<file path="config.mk">
export PLATFORM = sky130hd
export DESIGN_NAME = apb_soc_ctrl
export DESIGN_NICKNAME = d
export VERILOG_FILES = /design/src/rtl/soc_ctrl_pkg.sv /design/src/rtl/apb_reg_decoder.sv /design/src/rtl/soc_ctrl_regs.sv /design/src/rtl/change_notifier.sv /design/src/rtl/apb_soc_ctrl.sv
export VERILOG_INCLUDE_DIRS = /design/src /design/src/rtl
export SDC_FILE = /design/constraint.sdc
export NUM_CORES = 1
export LEC_CHECK = 0
export ABC_AREA = 1
export BUFFER_PORTS_ARGS = -buffer_cell sky130_fd_sc_hd__buf_2
export CORE_ASPECT_RATIO = 1.75
export CORE_MARGIN = 4
export CORE_UTILIZATION = 45
export CTS_CLUSTER_DIAMETER = 30
export DETAILED_ROUTE_END_ITERATION = 7
export PLACE_DENSITY = 0.71
export SYNTH_ARGS = -nofsm -noshare
export SYNTH_HDL_FRONTEND = slang
export SYNTH_SLANG_ARGS = --single-unit
</file>
<file path="constraint.sdc">
create_clock -name HCLK -period 3.05 [get_ports HCLK]
set_input_delay 0.1525 -clock HCLK [delete_from_list [all_inputs] [get_ports HCLK]]
set_output_delay 0.1525 -clock HCLK [all_outputs]
set_load 0.01 [all_outputs]
</file>
<file path="src/rtl/soc_ctrl_consts.svh">
`ifndef SOC_CTRL_CONSTS_SVH
`define SOC_CTRL_CONSTS_SVH

// word indices, taken from address bits 6:2
`define REG_PADFUN0     5'd0
`define REG_CLKDIV0     5'd2
`define REG_CLKDIV1     5'd3
`define REG_INFO        5'd4
`define REG_MMARGIN     5'd6
`define REG_PADCFG0     5'd7
`define REG_PADCFG1     5'd8
`define REG_PADCFG2     5'd9
`define REG_PADCFG3     5'd10
`define REG_PWRCFG      5'd17
`define REG_CLKDIV2     5'd19

`define APB_ADDR_W      12

`define NB_CLKDIV       3
`define NB_PADS         16
`define PAD_CFG_W       6

// L2 margin field widths
`define RM_SIZE         4
`define WM_SIZE         4

`define NB_CORES        4
`define NB_CLUSTERS     1

`define CLKDIV_RST0     8'h00
`define CLKDIV_RST1     8'h00
`define CLKDIV_RST2     8'h0A

`define PAD_CFG_RST     6'h3F
`define PM_WAIT_RST     8'h0F

`endif

</file>
<file path="src/rtl/soc_ctrl_pkg.sv">
`include "soc_ctrl_consts.svh"

package soc_ctrl_pkg;

    typedef struct packed {
        logic [`APB_ADDR_W-1:0] paddr;
        logic [31:0]            pwdata;
        logic                   pwrite;
        logic                   psel;
        logic                   penable;
    } apb_req_t;

    typedef struct packed {
        logic [31:0] prdata;
        logic        pready;
        logic        pslverr;
    } apb_rsp_t;

    typedef enum logic [4:0] {
        REG_PADFUN0 = `REG_PADFUN0,
        REG_CLKDIV0 = `REG_CLKDIV0,
        REG_CLKDIV1 = `REG_CLKDIV1,
        REG_INFO    = `REG_INFO,
        REG_MMARGIN = `REG_MMARGIN,
        REG_PADCFG0 = `REG_PADCFG0,
        REG_PADCFG1 = `REG_PADCFG1,
        REG_PADCFG2 = `REG_PADCFG2,
        REG_PADCFG3 = `REG_PADCFG3,
        REG_PWRCFG  = `REG_PWRCFG,
        REG_CLKDIV2 = `REG_CLKDIV2,
        REG_NONE    = 5'd31         // unmapped
    } reg_idx_e;

    typedef struct packed {
        logic [7:0] rst_wait;
        logic [7:0] busy_wait;
        logic [2:0] bbgen_sel;
        logic [4:0] wakeup_sel;
        logic [1:0] bbgen_dat;
        logic       bbgen_req;
        logic       wakeup_pol;
        logic [1:0] rsvd;
        logic       cluster_rst_req;
        logic       power_down_req;
    } pwrcfg_t;

    typedef struct packed {
        logic [1:0]            rsvd;
        logic [`PAD_CFG_W-1:0] cfg;
    } pad_slot_t;

    typedef pad_slot_t [3:0] padcfg_word_t;     // slot 0 in the low byte

    typedef union packed {
        logic [31:0]  raw;
        pwrcfg_t      pwr;
        padcfg_word_t pad;
    } wdata_u;

    typedef struct packed {
        reg_idx_e idx;
        wdata_u   data;
    } reg_wr_t;

    typedef struct packed {
        logic [`WM_SIZE-1:0] wm;
        logic [`RM_SIZE-1:0] rm;
    } l2_margin_t;

    typedef struct packed {
        logic [7:0] rst_wait;
        logic [7:0] busy_wait;
        logic [2:0] bbgen_sel;
        logic [4:0] wakeup_sel;
        logic [1:0] bbgen_dat;
        logic       bbgen_req;
        logic       wakeup_pol;
        logic       cluster_rst_req;
        logic       power_down_req;
    } pm_cfg_t;

    typedef logic [`NB_CLKDIV-1:0][7:0] clkdiv_bus_t;

endpackage

</file>
<file path="src/rtl/apb_reg_decoder.sv">
`include "soc_ctrl_consts.svh"

module apb_reg_decoder
(
    input  logic                   HCLK,
    input  logic                   HRESETn,
    input  soc_ctrl_pkg::apb_req_t apb_req_i,
    input  logic [31:0]            rd_data_i,
    output logic                   wr_stb_o,
    output soc_ctrl_pkg::reg_wr_t  wr_o,
    output soc_ctrl_pkg::reg_idx_e rd_idx_o,
    output soc_ctrl_pkg::apb_rsp_t apb_rsp_o
);
    import soc_ctrl_pkg::*;

    reg_idx_e idx;
    logic     access;
    logic     wr_access;

    assign access    = apb_req_i.psel && apb_req_i.penable;
    assign wr_access = access && apb_req_i.pwrite;

    always_comb
    begin
        idx = REG_NONE;
        if (apb_req_i.paddr[`APB_ADDR_W-1:7] == '0)     // only the low 128 bytes are mapped
        begin
            case (apb_req_i.paddr[6:2])
                `REG_PADFUN0: idx = REG_PADFUN0;
                `REG_CLKDIV0: idx = REG_CLKDIV0;
                `REG_CLKDIV1: idx = REG_CLKDIV1;
                `REG_CLKDIV2: idx = REG_CLKDIV2;
                `REG_INFO:    idx = REG_INFO;
                `REG_MMARGIN: idx = REG_MMARGIN;
                `REG_PADCFG0: idx = REG_PADCFG0;
                `REG_PADCFG1: idx = REG_PADCFG1;
                `REG_PADCFG2: idx = REG_PADCFG2;
                `REG_PADCFG3: idx = REG_PADCFG3;
                `REG_PWRCFG:  idx = REG_PWRCFG;
                default:      idx = REG_NONE;
            endcase
        end
    end

    always_ff @(posedge HCLK or negedge HRESETn)
    begin
        if (!HRESETn)
            wr_stb_o <= 1'b0;
        else
            wr_stb_o <= wr_access && (idx != REG_NONE) && (idx != REG_INFO);
    end

    always_ff @(posedge HCLK)
    begin
        if (wr_access)
        begin
            wr_o.idx      <= idx;
            wr_o.data.raw <= apb_req_i.pwdata;
        end
    end

    assign rd_idx_o = idx;

    assign apb_rsp_o.prdata  = (idx == REG_NONE) ? 32'h0 : rd_data_i;
    assign apb_rsp_o.pready  = 1'b1;                    // no wait states
    assign apb_rsp_o.pslverr = access && (idx == REG_NONE);

    // a strobe only follows a write access phase, and never to a read-only or hole
    a_stb_from_write: assert property (@(posedge HCLK) disable iff (!HRESETn)
        wr_stb_o |-> $past(wr_access) && !(wr_o.idx inside {REG_NONE, REG_INFO}));

endmodule

</file>
<file path="src/rtl/soc_ctrl_regs.sv">
`include "soc_ctrl_consts.svh"

module soc_ctrl_regs
(
    input  logic                                   HCLK,
    input  logic                                   HRESETn,
    input  logic                                   wr_stb_i,
    input  soc_ctrl_pkg::reg_wr_t                  wr_i,
    input  soc_ctrl_pkg::reg_idx_e                 rd_idx_i,
    output logic [31:0]                            rd_data_o,
    output soc_ctrl_pkg::clkdiv_bus_t              clkdiv_o,
    output soc_ctrl_pkg::pm_cfg_t                  pm_cfg_o,
    output logic [`NB_PADS-1:0][`PAD_CFG_W-1:0]    pad_cfg_o,
    output logic [`NB_PADS-1:0]                    pad_mux_o,
    output soc_ctrl_pkg::l2_margin_t               l2_margin_o,
    output logic [`NB_CLKDIV-1:0]                  clkdiv_upd_o,
    output logic                                   pm_upd_o
);
    import soc_ctrl_pkg::*;

    logic [`NB_PADS-1:0]                 r_pad_fun;
    clkdiv_bus_t                         r_clkdiv;
    pm_cfg_t                             r_pm;
    logic [`NB_PADS-1:0][`PAD_CFG_W-1:0] r_pad_cfg;
    l2_margin_t                          r_margin;

    logic [`NB_CLKDIV-1:0] clkdiv_hit;
    logic                  pm_hit;
    logic                  padcfg_hit;
    logic [1:0]            wr_grp;
    logic [1:0]            rd_grp;
    wdata_u                rd_word;

    // which register the current strobe lands on
    always_comb
    begin
        clkdiv_hit = '0;
        pm_hit     = 1'b0;
        padcfg_hit = 1'b0;
        if (wr_stb_i)
        begin
            case (wr_i.idx)
                REG_CLKDIV0: clkdiv_hit[0] = 1'b1;
                REG_CLKDIV1: clkdiv_hit[1] = 1'b1;
                REG_CLKDIV2: clkdiv_hit[2] = 1'b1;
                REG_PWRCFG:  pm_hit        = 1'b1;
                REG_PADCFG0, REG_PADCFG1, REG_PADCFG2, REG_PADCFG3:
                    padcfg_hit = 1'b1;
                default: ;
            endcase
        end
    end

    assign wr_grp = 2'(wr_i.idx - REG_PADCFG0);     // four pads per word
    assign rd_grp = 2'(rd_idx_i - REG_PADCFG0);

    always_ff @(posedge HCLK or negedge HRESETn)
    begin
        if (!HRESETn)
        begin
            r_pad_fun  <= '0;
            r_clkdiv   <= {`CLKDIV_RST2, `CLKDIV_RST1, `CLKDIV_RST0};
            r_margin   <= '0;
            r_pad_cfg  <= {`NB_PADS{`PAD_CFG_RST}};
            r_pm       <= '0;
            r_pm.wakeup_pol <= 1'b1;
            r_pm.busy_wait  <= `PM_WAIT_RST;
            r_pm.rst_wait   <= `PM_WAIT_RST;
        end
        else
        begin
            for (int i = 0; i < `NB_CLKDIV; i++)
            begin
                if (clkdiv_hit[i])
                    r_clkdiv[i] <= wr_i.data.raw[7:0];
            end
            if (padcfg_hit)
            begin
                for (int s = 0; s < 4; s++)
                    r_pad_cfg[4*wr_grp + s] <= wr_i.data.pad[s].cfg;
            end
            if (pm_hit)
            begin
                r_pm.rst_wait        <= wr_i.data.pwr.rst_wait;
                r_pm.busy_wait       <= wr_i.data.pwr.busy_wait;
                r_pm.bbgen_sel       <= wr_i.data.pwr.bbgen_sel;
                r_pm.wakeup_sel      <= wr_i.data.pwr.wakeup_sel;
                r_pm.bbgen_dat       <= wr_i.data.pwr.bbgen_dat;
                r_pm.bbgen_req       <= wr_i.data.pwr.bbgen_req;
                r_pm.wakeup_pol      <= wr_i.data.pwr.wakeup_pol;
                r_pm.cluster_rst_req <= wr_i.data.pwr.cluster_rst_req;
                r_pm.power_down_req  <= wr_i.data.pwr.power_down_req;
            end
            if (wr_stb_i && wr_i.idx == REG_PADFUN0)
                r_pad_fun <= wr_i.data.raw[`NB_PADS-1:0];
            if (wr_stb_i && wr_i.idx == REG_MMARGIN)
                r_margin <= wr_i.data.raw[$bits(l2_margin_t)-1:0];
        end
    end

    // update pulses leave on the same edge as the new value
    always_ff @(posedge HCLK or negedge HRESETn)
    begin
        if (!HRESETn)
        begin
            clkdiv_upd_o <= '0;
            pm_upd_o     <= 1'b0;
        end
        else
        begin
            clkdiv_upd_o <= clkdiv_hit;
            pm_upd_o     <= pm_hit;
        end
    end

    always_comb
    begin
        rd_word.raw = '0;
        case (rd_idx_i)
            REG_PADFUN0: rd_word.raw[`NB_PADS-1:0] = r_pad_fun;
            REG_CLKDIV0: rd_word.raw[7:0] = r_clkdiv[0];
            REG_CLKDIV1: rd_word.raw[7:0] = r_clkdiv[1];
            REG_CLKDIV2: rd_word.raw[7:0] = r_clkdiv[2];
            REG_INFO:    rd_word.raw = {16'(`NB_CORES), 16'(`NB_CLUSTERS)};
            REG_MMARGIN: rd_word.raw[$bits(l2_margin_t)-1:0] = r_margin;
            REG_PADCFG0, REG_PADCFG1, REG_PADCFG2, REG_PADCFG3:
            begin
                for (int s = 0; s < 4; s++)
                    rd_word.pad[s].cfg = r_pad_cfg[4*rd_grp + s];
            end
            REG_PWRCFG:
            begin
                rd_word.pwr.rst_wait        = r_pm.rst_wait;
                rd_word.pwr.busy_wait       = r_pm.busy_wait;
                rd_word.pwr.bbgen_sel       = r_pm.bbgen_sel;
                rd_word.pwr.wakeup_sel      = r_pm.wakeup_sel;
                rd_word.pwr.bbgen_dat       = r_pm.bbgen_dat;
                rd_word.pwr.bbgen_req       = r_pm.bbgen_req;
                rd_word.pwr.wakeup_pol      = r_pm.wakeup_pol;
                rd_word.pwr.cluster_rst_req = r_pm.cluster_rst_req;
                rd_word.pwr.power_down_req  = r_pm.power_down_req;
            end
            default: ;
        endcase
    end

    assign rd_data_o   = rd_word.raw;
    assign clkdiv_o    = r_clkdiv;
    assign pm_cfg_o    = r_pm;
    assign pad_cfg_o   = r_pad_cfg;
    assign pad_mux_o   = r_pad_fun;
    assign l2_margin_o = r_margin;

    // one channel per write, and only in reply to a strobe
    a_upd_onehot: assert property (@(posedge HCLK) disable iff (!HRESETn)
        |{clkdiv_upd_o, pm_upd_o} |-> $onehot0({clkdiv_upd_o, pm_upd_o}) && $past(wr_stb_i));

endmodule

</file>
<file path="src/rtl/change_notifier.sv">
module change_notifier
(
    input  logic HCLK,
    input  logic HRESETn,
    input  logic upd_stb_i,
    input  logic ack_i,
    output logic valid_o
);

    logic [1:0] ack_sync;
    logic       armed;      // ack seen low since the last handshake ended

    always_ff @(posedge HCLK or negedge HRESETn)
    begin
        if (!HRESETn)
        begin
            ack_sync <= 2'b00;
            armed    <= 1'b0;
            valid_o  <= 1'b0;
        end
        else
        begin
            ack_sync <= {ack_sync[0], ack_i};
            if (upd_stb_i)
                valid_o <= 1'b1;            // held, not restarted
            else if (valid_o && ack_sync[1] && armed)
                valid_o <= 1'b0;

            if (!ack_sync[1])
                armed <= 1'b1;
            else if (valid_o && !upd_stb_i && armed)
                armed <= 1'b0;              // wait for the old ack to drop
        end
    end

    a_fall_on_ack: assert property (@(posedge HCLK) disable iff (!HRESETn)
        $fell(valid_o) |-> $past(ack_sync[1]));

endmodule

</file>
<file path="src/rtl/apb_soc_ctrl.sv">
`include "soc_ctrl_consts.svh"

module apb_soc_ctrl
(
    input  logic                                HCLK,
    input  logic                                HRESETn,
    input  soc_ctrl_pkg::apb_req_t              apb_req_i,
    output soc_ctrl_pkg::apb_rsp_t              apb_rsp_o,
    output soc_ctrl_pkg::clkdiv_bus_t           clkdiv_o,
    output logic [`NB_CLKDIV-1:0]               clkdiv_valid_o,
    input  logic [`NB_CLKDIV-1:0]               clkdiv_ack_i,
    output soc_ctrl_pkg::pm_cfg_t               pm_cfg_o,
    output logic                                pm_valid_o,
    input  logic                                pm_ack_i,
    output logic [`NB_PADS-1:0][`PAD_CFG_W-1:0] pad_cfg_o,
    output logic [`NB_PADS-1:0]                 pad_mux_o,
    output soc_ctrl_pkg::l2_margin_t            l2_margin_o
);
    import soc_ctrl_pkg::*;

    logic                  wr_stb;
    reg_wr_t               wr;
    reg_idx_e              rd_idx;
    logic [31:0]           rd_data;
    logic [`NB_CLKDIV-1:0] clkdiv_upd;
    logic                  pm_upd;

    apb_reg_decoder i_decoder
    (
        .HCLK      (HCLK),
        .HRESETn   (HRESETn),
        .apb_req_i (apb_req_i),
        .rd_data_i (rd_data),
        .wr_stb_o  (wr_stb),
        .wr_o      (wr),
        .rd_idx_o  (rd_idx),
        .apb_rsp_o (apb_rsp_o)
    );

    soc_ctrl_regs i_regs
    (
        .HCLK         (HCLK),
        .HRESETn      (HRESETn),
        .wr_stb_i     (wr_stb),
        .wr_i         (wr),
        .rd_idx_i     (rd_idx),
        .rd_data_o    (rd_data),
        .clkdiv_o     (clkdiv_o),
        .pm_cfg_o     (pm_cfg_o),
        .pad_cfg_o    (pad_cfg_o),
        .pad_mux_o    (pad_mux_o),
        .l2_margin_o  (l2_margin_o),
        .clkdiv_upd_o (clkdiv_upd),
        .pm_upd_o     (pm_upd)
    );

    // one handshake per divider
    for (genvar i = 0; i < `NB_CLKDIV; i++)
    begin : g_clkdiv_notify
        change_notifier i_notify
        (
            .HCLK      (HCLK),
            .HRESETn   (HRESETn),
            .upd_stb_i (clkdiv_upd[i]),
            .ack_i     (clkdiv_ack_i[i]),
            .valid_o   (clkdiv_valid_o[i])
        );
    end

    change_notifier i_pm_notify
    (
        .HCLK      (HCLK),
        .HRESETn   (HRESETn),
        .upd_stb_i (pm_upd),
        .ack_i     (pm_ack_i),
        .valid_o   (pm_valid_o)
    );

endmodule

</file>
==> reports/results.ini, run 1 <==
[logic_synthesis]
synth-seq-area-share_pct=60.6
ys_types=34
syn-num-nets=1166
synth_seq_cells=232
syn_area_um2=10100
synth_area_leaders=dfstp_2 (28%), dfrtp_1 (22%), nand2_1 (11%)
yosysTopAreaCellShare_pct=27.8
yosys_warnings=0
yosysTopAreaCell=dfstp_2
syn_inst=1109
synth.avg_cell_area_um2=9.11

[cts]
cts_made_buffers=37
cts_resized=0
cts_sinks=232
tritoncts=done
htree_num_levels=2
clkSlewWorstSetupHoldPaths_ns=0.05
cts_buffer_depth=3
root_buffer=clkbuf_16
clk_latency_ns=0.51

[sta]
fin_setup_tns_ns=0
fin_crit_sh_pct=88.8
fin_crit_ns=2.71
final_hold_viol_count=0
rsz0062_at_grt=no
clock_skew_ns=0.0174
worstMarginPinSlew_ns=1.01
hold_ws_ns=0.0959
max_freq_mhz=369
maxSlewHeadroom_pct=32.8
setup_violations=0
slew_viol_final=0

[floorplanning]
die_w_um=121
die_h_um=206
rows=72
start_util_pct=45.8
core-area_um2=22100
die_area_um2=25000
io_pins=265

[worst_setup_path]
end_kind=output port
critPathLaunchType=input port
path_cells=buf_2 > nor2_2 > nand2_2 > nor2_8 > nand2_1 > inv_1 > o211ai_1 > inv_1 > ha_1 > inv_1 > nor2_2 > nand2_2 > inv_2 > nand2_1 > nand3_1 > buf_2
cpMostUsedCell=inv_1
critical_path_required_ns=2.90
cp_slowest_cell=inv_2
slowest_delay_ns=0.39
critPathArrivalTime_ns=2.56
path_class=in2out
cp_max_fo=20

[detailed_routing]
wl_met3_um=1910
met2WireLength_um=17200
vias_per_cell=5.15
dr.pass1.iters=5
wl_per_cell_um=18.4
drt-initial-drc-count=668
antenna_left=0
drc=0
via_count=8916
wl_um=31900
routed.top_layer=met4
met1_length_um=11000

[placed_design]
place_congestion=0.916
hpwl_um=22000
port_buffers=261

[finish]
layout.nets=1460
final_common_cell=nand2_1
fin_util_pct=60.5
layout_common_cells=nand2_1 (295), buf_2 (260), o21ai_0 (217), dfstp_2 (107), inv_1 (91)
area_growth_pct=32.2
drive_gt1_share_pct=33.7
n_fill_cell=1900

[grt]
grt_pass1_vias=9091
grt_pass1_wl_um=49200
grt_usage_pct=25.5
grt_max_degree=84
antenna_found_initial=2
grt_overflow_total=0

[power]
p_leak_nw=6.42
p_per_area_nw_per_um2=586
ir_worst_vdd_v=0.000501

[worst_hold_path]
hp-class=in2reg

[run]
maxCapViolCount=0

[outcome]
status=complete, no violations

## metal layers
metal | track usage [%] | vias to the layer above
met5 | 0 | -
met4 | 14.5 | 0
met3 | 4.44 | 99
met2 | 47.0 | 366
met1 | 27.1 | 4224
li1 | - | 4227
## power breakdown
group	leakage, nW	internal [mW]	switching [mW]
Combinational	3.16	0.100	0.177
Sequential	2.64	3.22	0.0314
Clock	0.620	2.83	1.47
Total	6.42	6.15	1.68
## worst max-delay path: cells and delay by family
kind,cells,cell delay (ns)
compound gates,1,0.21
fa+ha+maj,1,0.17
buf+inv,6,0.89
simple gates,8,1.11
## flip-flops by register name, summed over array words and instances, names as in the netlist
signal and count:
g_clkdiv_notify.i_notify.ack_sync 6, g_clkdiv_notify.i_notify.armed 3, g_clkdiv_notify.i_notify.valid_o 3, i_decoder.wr_o 37
i_decoder.wr_stb_o 1, i_pm_notify.ack_sync 2, i_pm_notify.armed 1, i_pm_notify.valid_o 1
i_regs.clkdiv_o 24, i_regs.clkdiv_upd_o 3, i_regs.l2_margin_o 8, i_regs.pad_cfg_o 96
i_regs.pad_mux_o 16, i_regs.pm_cfg_o 30, i_regs.pm_upd_o 1
## cell usage after synthesis
master and count:
nand3_4 1, a31o_2 1, nand3_1 53, edfxtp_1 37
a21oi_1 19, inv_1 91, or2_2 4, ha_1 4
buf_1 3, dfrtp_1 88, o21ai_1 15, clkbuf_1 33
nand2_2 4, inv_2 8, nand4_1 13, buf_4 9
o211ai_1 4, nor2_2 6, nand2_4 1, nor2_4 3
nor3_2 1, clkbuf_2 1, nor3_1 1, and3_1 2
conb_1 1, dfstp_2 107, nor2_8 1, buf_2 10
o22ai_1 11, nand3b_1 2, nand2_1 297, o21ai_0 217
nor2_1 57, buf_6 4
## cell type report
type | instances | area (µm²) | share of cell area, %
clock inverter | 20 | 235 | 1.76
multi-input combinational | 718 | 3330 | 24.9
antenna | 2 | 5.00 | 0.0375
timing repair buffer | 315 | 1850 | 13.9
tap | 296 | 370 | 2.77
sequential | 232 | 6120 | 45.9
clock buffer | 48 | 1070 | 8.02
inverter | 99 | 372 | 2.78
## per-stage QoR
step / std cells / cell area, µm² / setup WS [ns] / total power [mW]
after global placement: 1623 / 11700 / 0.390 / 3.53
final: 1730 / 13400 / 0.341 / 7.83
after global routing: 1730 / 13400 / 0.00296 / 8.08
after CTS: 1728 / 13400 / 0.285 / 7.90
after floorplan: 1109 / 10100 / 0.819 / 3.38
after detailed placement: 1623 / 11700 / 0.307 / 3.54
## cell families after synthesis
logic type	count (synthesis)	synth area share, %
other	1	0.0371
flip-flops	232	60.6
adder cells (fa/ha/maj)	4	0.495
AO/OA/AOI/OAI	267	13.5
AND/OR/NAND/NOR	446	18.7
buffers and inverters	159	6.67
## path summary, 6_finish.rpt
path / startpoint / endpoint / slack (ns) / cells after the start
max: apb_req_i[45] / apb_rsp_o[10] / 0.34 / 16
min: apb_req_i[46] / i_decoder.wr_o[35]$_DFFE_PP_ / 0.1 / 3
max reg2reg: i_decoder.wr_o[32]$_DFFE_PP_ / i_regs.pad_mux_o[1]$_DFFE_PN0P_ / 1.00 / 4
min reg2reg: g_clkdiv_notify[0].i_notify.ack_sync[0]$_DFF_PN0_ / g_clkdiv_notify[0].i_notify.ack_sync[1]$_DFF_PN0_ / 0.35 / 0
max in group asynchronous: HRESETn / i_regs.pad_cfg_o[8]$_DFFE_PN1P_ / 2.08 / 3
min in group asynchronous: HRESETn / i_pm_notify.valid_o$_DFFE_PN0P_ / 0.14 / 2
## timing repair
| item | CTS | global route |
|---|---|---|
| hold buffers | 37 | 0 |
| hold endpoints to repair | 71 | 0 |
| setup buffers | 0 | 0 |
Power figures use the tool's default switching activity.
==> run 2, diff against run 1 <==
--- a/config.mk
+++ b/config.mk
@@ -13,7 +13,8 @@
 export CORE_UTILIZATION = 45
 export CTS_CLUSTER_DIAMETER = 30
 export DETAILED_ROUTE_END_ITERATION = 7
-export PLACE_DENSITY = 0.71
+export PLACE_DENSITY = 0.7
 export SYNTH_ARGS = -nofsm -noshare
 export SYNTH_HDL_FRONTEND = slang
+export SYNTH_HIERARCHICAL = 1
 export SYNTH_SLANG_ARGS = --single-unit
==> reports/results.ini, run 2 <==
[outcome]
status=complete, no violations  ; unchanged

[finish]
antenna_cells=0  ; was 2
drive_gt1_share_pct=33.9  ; was 33.7%
area_growth_pct=29.2  ; was 32.2%
layout.nets=1596  ; was 1460
final_common_cell=nand2_1  ; unchanged
layout_common_cells=nand2_1 (360), buf_2 (260), o21ai_0 (165), inv_1 (127), dfstp_2 (107)  ; was nand2_1 (295), buf_2 (260), o21ai_0 (217), dfstp_2 (107), inv_1 (91)
largest_reg_flops=96  ; unchanged

[floorplanning]
core-area_um2=24000  ; was 22100 µm²
rows=75  ; was 72
die_w_um=126  ; was 121 µm
die_area_um2=27000  ; was 25000 µm²
start_util_pct=45.6  ; was 45.8%
io_pins=265  ; unchanged
die_h_um=214  ; was 206 µm

[detailed_routing]
antenna_left=0  ; unchanged
vias_per_cell=5.09  ; was 5.15
drt-initial-drc-count=610  ; was 668
drc=0  ; unchanged
dr.pass1.iters=5  ; unchanged
via_count=9552  ; was 8916
wl_per_cell_um=18.4  ; about the same
wl_um=34500  ; was 31900 µm

[worst_setup_path]
end_kind=output port  ; unchanged
critical-path-top-delay-family=simple AND/OR/NAND/NOR gates  ; unchanged
cpMostUsedCell=nand2_1  ; was inv_1
path_class=in2out  ; unchanged
slowest_delay_ns=0.40  ; was 0.39 ns
cp_max_fo=19  ; was 20
endpoint=apb_rsp_o[28]  ; was apb_rsp_o[10]
cp_slowest_cell=nand2_2  ; was inv_2
critical_path_required_ns=2.90  ; about the same
crit_cells=16  ; unchanged
r2r_cells=3  ; was 4
path_cells=buf_2 > nand2_1 > nand2_1 > nand2_1 > nand2_1 > nand2_1 > nand2_1 > inv_1 > nor2_4 > nand2_1 > nand2_2 > nand2_2 > o21ai_0 > inv_1 > nor2_4 > buf_2  ; was buf_2 > nor2_2 > nand2_2 > nor2_8 > nand2_1 > inv_1 > o211ai_1 > inv_1 > ha_1 > inv_1 > nor2_2 > nand2_2 > inv_2 > nand2_1 > nand3_1 > buf_2
critPathArrivalTime_ns=2.40  ; was 2.56 ns
critPathBufInv=4  ; was 6
r2r_end=i_regs/pad_cfg_o[10]$_DFFE_PN1P_  ; was i_regs.pad_mux_o[1]$_DFFE_PN0P_
critPathLaunchType=input port  ; unchanged
ff2ff_setup_slack_ns=0.97  ; was 1.00 ns
reg2reg_from=i_decoder/wr_o[35]$_DFFE_PP_  ; was i_decoder.wr_o[32]$_DFFE_PP_
crit_path_start=apb_req_i[37]  ; was apb_req_i[45]

[cts]
htree_num_levels=2  ; unchanged
cts_made_buffers=38  ; was 37
clk_latency_ns=0.52  ; was 0.51 ns
clkSlewWorstSetupHoldPaths_ns=0.05  ; about the same
root_buffer=clkbuf_16  ; unchanged
cts_resized=0  ; unchanged
cts_buffer_depth=3  ; unchanged
cts_sinks=232  ; unchanged
tritoncts=done  ; unchanged
post_cts_buffers=0  ; unchanged

[power]
p_leak_nw=6.80  ; was 6.42 nW
power.total_mw=7.82  ; was 7.83 mW
p_per_area_nw_per_um2=552  ; was 586 nW/µm²
ir_worst_vdd_v=0.000486  ; was 0.000501 V

[sta]
maxSlewHeadroom_pct=29.2  ; was 32.8%
clock_skew_ns=0.0118  ; was 0.0174 ns
max_freq_mhz=393  ; was 369 MHz
fin_crit_sh_pct=83.5  ; was 88.8%
fin_setup_tns_ns=0  ; unchanged
worstMarginPinSlew_ns=1.06  ; was 1.01 ns
rsz0062_at_grt=no  ; unchanged
final_hold_viol_count=0  ; unchanged
fin_crit_ns=2.55  ; was 2.71 ns
worst_slack_ns=0.502  ; was 0.341 ns
slew_viol_final=0  ; unchanged
setup_violations=0  ; unchanged

[grt]
grt_usage_pct=25.5  ; about the same
top_usage_layer=met2  ; unchanged
grtUsageMet1_pct=28.3  ; was 27.1%
grt_pass1_wl_um=54200  ; was 49200 µm
antenna_found_initial=0  ; was 2
met3_usage_pct=5.01  ; was 4.44%
grt_overflow_total=0  ; unchanged
grt_pass1_vias=9734  ; was 9091
use_met2_pct=46.0  ; was 47.0%
grt_max_degree=75  ; was 84

[worst_hold_path]
hp-class=in2reg  ; unchanged

[logic_synthesis]
yosys_warnings=6  ; was 0
yosysTopAreaCell=dfstp_2  ; unchanged
synth_most_common_cell=nand2_1  ; unchanged
synth.avg_cell_area_um2=8.82  ; was 9.11 µm²
synth_area_leaders=dfstp_2 (26%), dfrtp_1 (20%), nand2_1 (12%)  ; was dfstp_2 (28%), dfrtp_1 (22%), nand2_1 (11%)
synth_ff_type=dfstp_2  ; unchanged
syn_inst=1242  ; was 1109
async_reset_ff_share_pct=84.1  ; unchanged
synth_edf_count=37  ; unchanged
ys_types=32  ; was 34
syn_area_um2=10900  ; was 10100 µm²
synth_seq_cells=232  ; unchanged
yosysTopAreaCellShare_pct=25.7  ; was 27.8%
synth-seq-area-share_pct=55.9  ; was 60.6%
syn-num-nets=1299  ; was 1166
yosys-top-cells-count=nand2_1 (361), o21ai_0 (165), inv_1 (128)  ; was nand2_1 (297), o21ai_0 (217), dfstp_2 (107)

[placed_design]
hpwl_um=23400  ; was 22000 µm
port_buffers=261  ; unchanged
place_ws_ns=0.471  ; was 0.307 ns
place_congestion=0.879  ; was 0.916

[run]
maxCapViolCount=0  ; unchanged

==> run 2: stage by stage <==
stage               cell area [µm²]  hold slack [ns]  utilization (%)  std cells
finish                        14200           0.0475             58.9       1877
global route                  14200           0.0849             58.9       1877
CTS                           14200           0.0287             58.9       1877
detailed placement            12500            0.211             51.9       1770
global placement              12500            0.214             51.9       1770
floorplan                     10900           -0.143                -       1242
==> run 2: cell families after synthesis <==
logic type	Yosys count	share of synthesized area, %
AND/OR/NAND/NOR	597	25.0
buffers and inverters	196	8.44
AO/OA/AOI/OAI	212	10.1
other	1	0.0342
flip-flops	232	55.9
adder cells (fa/ha/maj)	4	0.457
==> run 2: worst min-delay path by stage <==
stage / slack (ns) / to / start / cells past startpoint
6_report: 0.05 / i_decoder/wr_stb_o$_DFF_PN0_ / apb_req_i[0] / 5
5_1_grt: 0.08 / i_decoder/wr_stb_o$_DFF_PN0_ / apb_req_i[0] / 5
4_1_cts: 0.03 / i_decoder/wr_stb_o$_DFF_PN0_ / apb_req_i[0] / 5
3_5_place_dp: 0.21 / i_regs/pad_mux_o[14]$_DFFE_PN0P_ / HRESETn / 1
3_3_place_gp: 0.21 / i_regs/pm_cfg_o[28]$_DFFE_PN0P_ / HRESETn / 1
2_1_floorplan: -0.14 / g_clkdiv_notify[0].i_notify/ack_sync[0]$_DFF_PN0_ / HRESETn / 0
==> run 2: layer usage <==
metal / vias up / share of wire (%)
met1: 4577 / 37
li1: 4553 / -
met2: 326 / 53
met4: 0 / 4.9
met3: 96 / 5.5
met5: - / 0
==> run 2: where the power goes <==
| group | total (mW) | leakage (nW) | internal [mW] | switching [mW] |
|---|---|---|---|---|
| clock network | 4.32 | 0.641 | 2.74 | 1.58 |
| logic | 0.270 | 3.52 | 0.0926 | 0.177 |
| registers | 3.23 | 2.64 | 3.21 | 0.0226 |
| total | 7.82 | 6.80 | 6.04 | 1.78 |
==> run 2: repair_timing <==
| action | 4_1_cts | 5_1_grt |
|---|---|---|
| hold buffers | 37 | 0 |
| endpoints found under the hold margin | 73 | 0 |
| setup endpoints to repair | 0 | 0 |
==> run 2: layout make-up <==
cell class                 count  area, µm²
clock buffer                  43       1030
multi-input combinational    814       3910
fill                        2131       9870
clock inverter                27        274
tap                          308        385
timing repair buffer         320       1930
inverter                     133        502
sequential                   232       6120
==> run 2: tightest hold or removal path, stage by stage <==
cell     delay [ns]
buf_2          0.11
nand3_1        0.10
a21oi_1        0.05
nand2_1        0.07
inv_1          0.04
